--- src/matrixCalcPkg.sv ---
package matrixCalcPkg;

  localparam int elemWidth = 3;
  localparam int resultWidth = 8;
  localparam int matDim = 3;
  localparam int elemCount = matDim * matDim;
  localparam int slotCount = 2 * elemCount;
  localparam int slotWidth = $clog2(slotCount);
  localparam int ledWidth = 10;

  // operation chosen on the switches after both matrices are in
  typedef enum logic [1:0] {
    opAdd = 2'd0,
    opSub = 2'd1,
    opMul = 2'd2,
    opDot = 2'd3
  } opCode_t;

  // entry walk, load states loop under the slot counter
  typedef enum logic [2:0] {
    stLoad,
    stLoadWait,
    stOp,
    stOpWait,
    stCompute
  } seqState_t;

  typedef logic [elemWidth-1:0] elem_t;
  typedef logic [resultWidth-1:0] result_t;

  // both matrices row-major, element 0 in the low bits
  typedef struct packed {
    elem_t [elemCount-1:0] matA;
    elem_t [elemCount-1:0] matB;
    opCode_t               op;
  } operands_t;

  typedef struct packed {
    result_t [elemCount-1:0] elems;
  } resultMatrix_t;

endpackage
--- src/entryIf.sv ---
interface entryIf import matrixCalcPkg::*; ();

  logic                 loadElem;
  logic [slotWidth-1:0] slot;
  logic                 loadOp;
  logic                 compute;

  modport sequencer (
    output loadElem,
    output slot,
    output loadOp,
    output compute
  );

  modport store (
    input loadElem,
    input slot,
    input loadOp
  );

  modport alu (
    input compute
  );

endinterface

--- src/matrixCalcTop.sv ---
module matrixCalcTop import matrixCalcPkg::*; (
  input  logic                clk,
  input  logic                resetn,
  input  logic                go,
  input  logic [2:0]          dataIn,
  input  logic [1:0]          opIn,
  input  logic [1:0]          rowSel,
  output logic [ledWidth-1:0] led,
  output logic [6:0]          hex0,
  output logic [6:0]          hex1,
  output logic [6:0]          hex2,
  output logic [6:0]          hex3,
  output logic [6:0]          hex4,
  output logic [6:0]          hex5
);

  operands_t     operands;
  resultMatrix_t results;

  entryIf ctrlBus ();

  entrySequencer sequencer (
    .clk    (clk),
    .resetn (resetn),
    .go     (go),
    .ctrl   (ctrlBus.sequencer)
  );

  operandStore store (
    .clk      (clk),
    .resetn   (resetn),
    .dataIn   (elem_t'(dataIn)),
    .opIn     (opCode_t'(opIn)),
    .ctrl     (ctrlBus.store),
    .operands (operands),
    .led      (led)
  );

  matrixAlu alu (
    .clk      (clk),
    .resetn   (resetn),
    .operands (operands),
    .ctrl     (ctrlBus.alu),
    .results  (results)
  );

  resultDisplay display (
    .results (results),
    .rowSel  (rowSel),
    .hex0    (hex0),
    .hex1    (hex1),
    .hex2    (hex2),
    .hex3    (hex3),
    .hex4    (hex4),
    .hex5    (hex5)
  );

endmodule

--- src/resultDisplay.sv ---
module resultDisplay import matrixCalcPkg::*; (
  input  resultMatrix_t results,
  input  logic [1:0]    rowSel,
  output logic [6:0]    hex0,
  output logic [6:0]    hex1,
  output logic [6:0]    hex2,
  output logic [6:0]    hex3,
  output logic [6:0]    hex4,
  output logic [6:0]    hex5
);

  result_t rowVals [matDim];

  // active-low segments, bit 6 is segment g
  function automatic logic [6:0] segOf(logic [3:0] nibble);
    case (nibble)
      4'h0: return 7'h40;
      4'h1: return 7'h79;
      4'h2: return 7'h24;
      4'h3: return 7'h30;
      4'h4: return 7'h19;
      4'h5: return 7'h12;
      4'h6: return 7'h02;
      4'h7: return 7'h78;
      4'h8: return 7'h00;
      4'h9: return 7'h18;
      4'hA: return 7'h08;
      4'hB: return 7'h03;
      4'hC: return 7'h46;
      4'hD: return 7'h21;
      4'hE: return 7'h06;
      default: return 7'h0E;
    endcase
  endfunction

  // rowSel of 3 falls back to row 0
  always_comb begin
    int base;
    base = (rowSel == 2'd3) ? 0 : int'(rowSel) * matDim;
    for (int c = 0; c < matDim; c++) begin
      rowVals[c] = results.elems[base + c];
    end
  end

  assign hex5 = segOf(rowVals[0][7:4]);
  assign hex4 = segOf(rowVals[0][3:0]);
  assign hex3 = segOf(rowVals[1][7:4]);
  assign hex2 = segOf(rowVals[1][3:0]);
  assign hex1 = segOf(rowVals[2][7:4]);
  assign hex0 = segOf(rowVals[2][3:0]);

endmodule

--- src/matrixAlu.sv ---
module matrixAlu import matrixCalcPkg::*; (
  input  logic          clk,
  input  logic          resetn,
  input  operands_t     operands,
  entryIf.alu           ctrl,
  output resultMatrix_t results
);

  resultMatrix_t nextResults;
  result_t       dotRow0;

  function automatic result_t widen(elem_t e);
    return result_t'(e);
  endfunction

  // row 0 of A against row 0 of B, shared by every slot for opDot
  always_comb begin
    dotRow0 = '0;
    for (int k = 0; k < matDim; k++) begin
      dotRow0 = dotRow0 + widen(operands.matA[k]) * widen(operands.matB[k]);
    end
  end

  always_comb begin
    result_t prodSum;
    int      idx;
    for (int r = 0; r < matDim; r++) begin
      for (int c = 0; c < matDim; c++) begin
        idx = r * matDim + c;
        prodSum = '0;
        for (int k = 0; k < matDim; k++) begin
          prodSum = prodSum + widen(operands.matA[r * matDim + k]) *
                              widen(operands.matB[k * matDim + c]);
        end
        // all sums wrap at 8 bits, so subtract underflow wraps as well
        case (operands.op)
          opAdd: begin
            nextResults.elems[idx] = widen(operands.matA[idx]) + widen(operands.matB[idx]);
          end
          opSub: begin
            nextResults.elems[idx] = widen(operands.matA[idx]) - widen(operands.matB[idx]);
          end
          opMul: begin
            nextResults.elems[idx] = prodSum;
          end
          opDot: begin
            nextResults.elems[idx] = dotRow0;
          end
          default: begin
            nextResults.elems[idx] = '0;
          end
        endcase
      end
    end
  end

  // results only change on the compute step
  always_ff @(posedge clk) begin
    if (!resetn) begin
      results <= '0;
    end else if (ctrl.compute) begin
      results <= nextResults;
    end
  end

endmodule

--- src/operandStore.sv ---
module operandStore import matrixCalcPkg::*; (
  input  logic                clk,
  input  logic                resetn,
  input  elem_t               dataIn,
  input  opCode_t             opIn,
  entryIf.store               ctrl,
  output operands_t           operands,
  output logic [ledWidth-1:0] led
);

  // slots 0 to 8 fill matrix A, 9 to 17 fill matrix B
  always_ff @(posedge clk) begin
    if (!resetn) begin
      operands.matA <= '0;
      operands.matB <= '0;
    end else if (ctrl.loadElem) begin
      for (int i = 0; i < elemCount; i++) begin
        if (ctrl.slot == slotWidth'(i)) begin
          operands.matA[i] <= dataIn;
        end
        if (ctrl.slot == slotWidth'(i + elemCount)) begin
          operands.matB[i] <= dataIn;
        end
      end
    end
  end

  // last value seen while in the op state is kept
  always_ff @(posedge clk) begin
    if (!resetn) begin
      operands.op <= opAdd;
    end else if (ctrl.loadOp) begin
      operands.op <= opIn;
    end
  end

  // led follows the slot being written and holds through op and compute
  always_ff @(posedge clk) begin
    if (!resetn) begin
      led <= '0;
    end else if (ctrl.loadElem) begin
      led <= ledWidth'(ctrl.slot);
    end
  end

endmodule

--- src/entrySequencer.sv ---
module entrySequencer import matrixCalcPkg::*; (
  input logic       clk,
  input logic       resetn,
  input logic       go,
  entryIf.sequencer ctrl
);

  seqState_t            state;
  seqState_t            nextState;
  logic [slotWidth-1:0] slotCnt;
  logic                 lastSlot;

  assign lastSlot = (slotCnt == slotWidth'(slotCount - 1));

  // each press holds in a wait state until go drops again
  always_comb begin
    nextState = state;
    case (state)
      stLoad: begin
        if (go) begin
          nextState = stLoadWait;
        end
      end
      stLoadWait: begin
        if (!go) begin
          nextState = lastSlot ? stOp : stLoad;
        end
      end
      stOp: begin
        if (go) begin
          nextState = stOpWait;
        end
      end
      stOpWait: begin
        if (!go) begin
          nextState = stCompute;
        end
      end
      stCompute: begin
        nextState = stLoad;
      end
      default: begin
        nextState = stLoad;
      end
    endcase
  end

  always_ff @(posedge clk) begin
    if (!resetn) begin
      state <= stLoad;
      slotCnt <= '0;
    end else begin
      state <= nextState;
      if (state == stCompute) begin
        slotCnt <= '0;
      end else if (state == stLoadWait && !go && !lastSlot) begin
        // advance on release so the next element gets its own slot
        slotCnt <= slotCnt + 1'b1;
      end
    end
  end

  assign ctrl.loadElem = (state == stLoad);
  assign ctrl.slot = slotCnt;
  assign ctrl.loadOp = (state == stOp);
  assign ctrl.compute = (state == stCompute);

endmodule

--- config.mk ---
export PLATFORM = sky130hd
export DESIGN_NAME = matrixCalcTop
export DESIGN_NICKNAME = d
export VERILOG_FILES = /design/src/matrixCalcPkg.sv /design/src/entryIf.sv /design/src/matrixCalcTop.sv /design/src/resultDisplay.sv /design/src/matrixAlu.sv /design/src/operandStore.sv /design/src/entrySequencer.sv
export SDC_FILE = /design/constraint.sdc
export NUM_CORES = 1
export LEC_CHECK = 0
export BUFFER_PORTS_ARGS = -buffer_cell sky130_fd_sc_hd__buf_2
export CAP_MARGIN = 25
export CORE_MARGIN = 2
export CORE_UTILIZATION = 50
export DETAILED_ROUTE_END_ITERATION = 10
export GPL_TIMING_DRIVEN = 0
export PLACE_DENSITY = 0.66
export REMOVE_ABC_BUFFERS = 1
export SETUP_SLACK_MARGIN = 0.1
export SYNTH_ARGS = -nofsm -noshare
export SYNTH_HDL_FRONTEND = slang
export SYNTH_SLANG_ARGS = --single-unit
--- constraint.sdc ---
create_clock -name clk -period 6.3 [get_ports clk]
set_input_delay 0.315 -clock clk [delete_from_list [all_inputs] [get_ports clk]]
set_output_delay 0.315 -clock clk [all_outputs]
set_load 0.01 [all_outputs]
==> metrics.yaml <==
synthFlopType: "dfxtp_1"
postCtsSetupRepairBufs: 0
final_cell_mix: "331 x inv_1, 295 x ha_1, 180 x nand2_1"
reg2reg_from: "store.operands[3]"
fp.dieH_um: 204
fin_nets: 2805
drc: 0
gr-total-overflow: 0
avgSynthCellArea_um2: 8.49
grt_pass1_wl_um: 93700
core_area_um2: 39700
crit_top_cell: "ha_1"
path_clk_slew_ns: 0.06
path_max_fanout: 9
nFillCells: 3677
rsz0062_at_grt: "false"
met2_usage_pct: 47.7
cp-start-kind: "flop"
path_depth: 18
drive_gt1_share_pct: 6.23
cts_tree: "yes"
clock-sinks: 141
drt-vias-per-instance: 5.92
p_leak_nw: 9.97
synth.distinct_cells: 69
worstSetupPathType: "reg -> reg"
dr.pass1.iters: 7
grt_pass1_vias: 16551
critPathSlowestCell: "dfxtp_1"
wire_per_inst_um: 20.9
use_met1_pct: 39.3
finalHoldViolCount: 0
hold_buffers: 0
worstPathRequired_ns: 6.64
synthArstFlopShare_pct: 0
htreeDepth: 4
cts_resized: 0
cts_made_buffers: 17
maxCapViolations: 0
wirelength_um: 60400
whs_ns: 0.115
finalSetupTns_ns: 0
syn_area_um2: 20100
r2r_slack_ns: 0.46
slew_violations: 0
crit_path_end_kind: "flop"
synth_edf_count: 0
dr.first_iter.drc_count: 1414
cts_root_buf: "clkbuf_16"
clock_skew_ns: 0.00944
clk_path_buf_depth: 2
die-area_um2: 41800
rows: 73
syn_inst: 2364
ir_worst_vdd_mv: 0.193
io_buffers: 56
crit_start: "store.operands[3]"
ios: 62
max_freq_mhz: 171
utilization_pct: 53.7
hpwl_um: 47900
met3_usage_pct: 3.86
syn_to_final_growth_pct: 6.20
hp-class: "in -> reg"
busiest_layer: "met2"
fin_crit_sh_pct: 92.6
ys_ff_latch: 141
final_common_cell: "inv_1"
crit_arrival_ns: 6.18
critPathTopFamily: "adder cells"
initial_core_util_pct: 50.5
p_per_area_nw_per_um2: 102
clk-insertion-delay-late_ns: 0.45
worst_pin_slew_ns: 1.13
worstRegToRegCells: 18
crit_chain: "ha_1 > xnor2_1 > ha_1 > ha_1 > fa_1 > inv_1 > fa_1 > inv_1 > ha_1 > xnor2_1 > fa_1 > ha_1 > nor2b_1 > o21ai_0 > nor3b_1 > or3_1 > o211ai_1 > a22o_1"
finalSetupViolations: 0
status: "finished, final reports clean"
vias: 17077
relSlewSlack_pct: 24.8
power_mw: 2.18
r2r-end: "alu.results[69]"
antenna_left: 0
min_period_ns: 5.84
grt_max_degree: 104
grt_usage_pct: 29.4
dieWidth_um: 204
antenna_found_initial: 0
endpoint: "alu.results[69]"
max_stage_delay_ns: 0.58
ys_warn_count: 0
yosysSeqAreaShare_pct: 14.1
critPathBufInv: 2
gp_congestion: 0.962
## state kept, by name (all words and copies together) (netlist names)
name and cells:
alu.results 72, sequencer.ctrl.slot 5, sequencer.state 3, store.led 5
store.operands 56
## kinds of logic after synthesis
group | after synthesis | share of synthesized area [%]
multiplexers | 105 | 6.87
flip-flops | 141 | 14.1
other | 1 | 0.0187
adder cells (fa/ha/maj) | 448 | 33.6
AO/OA/AOI/OAI | 505 | 17.4
buffers and inverters | 450 | 9.10
AND/OR/NAND/NOR | 646 | 16.0
XOR/XNOR | 68 | 2.97
## routing by layer
layer  vias to the layer above  share of wire (%)
met1                      8269                 43
li1                       7984                  -
met5                         -                  0
met3                       153                7.2
met4                         0                4.1
met2                       671                 46
## cell usage after synthesis (all sizes together) (11+ instances only)
cell | instances | area share [%]
inv | 332 | 6.2
ha | 297 | 19
nand2 | 180 | 3.4
fa | 151 | 15
dfxtp | 141 | 14
nor2 | 136 | 2.6
and2 | 116 | 3.6
a21oi | 107 | 2.7
o21ai | 81 | 2.0
clkbuf | 78 | 1.5
mux2i | 73 | 3.6
nand3 | 64 | 1.6
a21boi | 55 | 2.1
xnor2 | 53 | 2.3
nor2b | 52 | 1.6
nand2b | 42 | 1.3
a22o | 40 | 1.7
buf | 36 | 1.4
a211oi | 35 | 1.3
o211ai | 35 | 1.3
a21o | 27 | 1.0
mux4 | 24 | 2.7
o22ai | 24 | 0.75
nor3 | 19 | 0.50
xor2 | 15 | 0.65
o211a | 11 | 0.55
o21bai | 11 | 0.41
## per-stage QoR
stage	setup WS, ns	area [µm²]	cells
after floorplan	1.29	19500	2254
after global placement	0.0249	20500	2835
after detailed placement	0.527	20700	2851
after CTS	0.517	21300	2881
after global routing	0.200	21300	2883
final	0.464	21300	2884
## final cells by class
type | instances | area (µm²) | area share (%)
Antenna cell | 1 | 2.50 | 0.0117
Tap cell | 525 | 657 | 3.08
Multi-Input combinational cell | 1777 | 15500 | 72.5
Clock buffer | 20 | 457 | 2.14
Clock inverter | 10 | 141 | 0.663
Inverter | 336 | 1260 | 5.91
Sequential cell | 141 | 2830 | 13.2
Timing Repair Buffer | 74 | 513 | 2.41
## report_power, final
part	internal [mW]	leakage [nW]	switching, mW	total (mW)
Sequential	0.896	1.14	0.0131	0.910
Clock	0.637	0.288	0.390	1.03
Combinational	0.0873	8.55	0.151	0.238
Total	1.62	9.97	0.555	2.18
## worst min-delay path by stage
stage	depth (start not counted)	startpoint	to	slack [ns]
4_1_cts	2	go	sequencer.state[0]	0.10
5_1_grt	2	go	sequencer.state[0]	0.11
6_report	2	go	sequencer.state[0]	0.11
3_3_place_gp	2	store.led[4]	store.led[4]	0.46
2_1_floorplan	1	resetn	store.operands[0]	0.44
3_5_place_dp	2	store.led[1]	store.led[1]	0.47
Note: power is estimated with default switching activity, not from simulation.
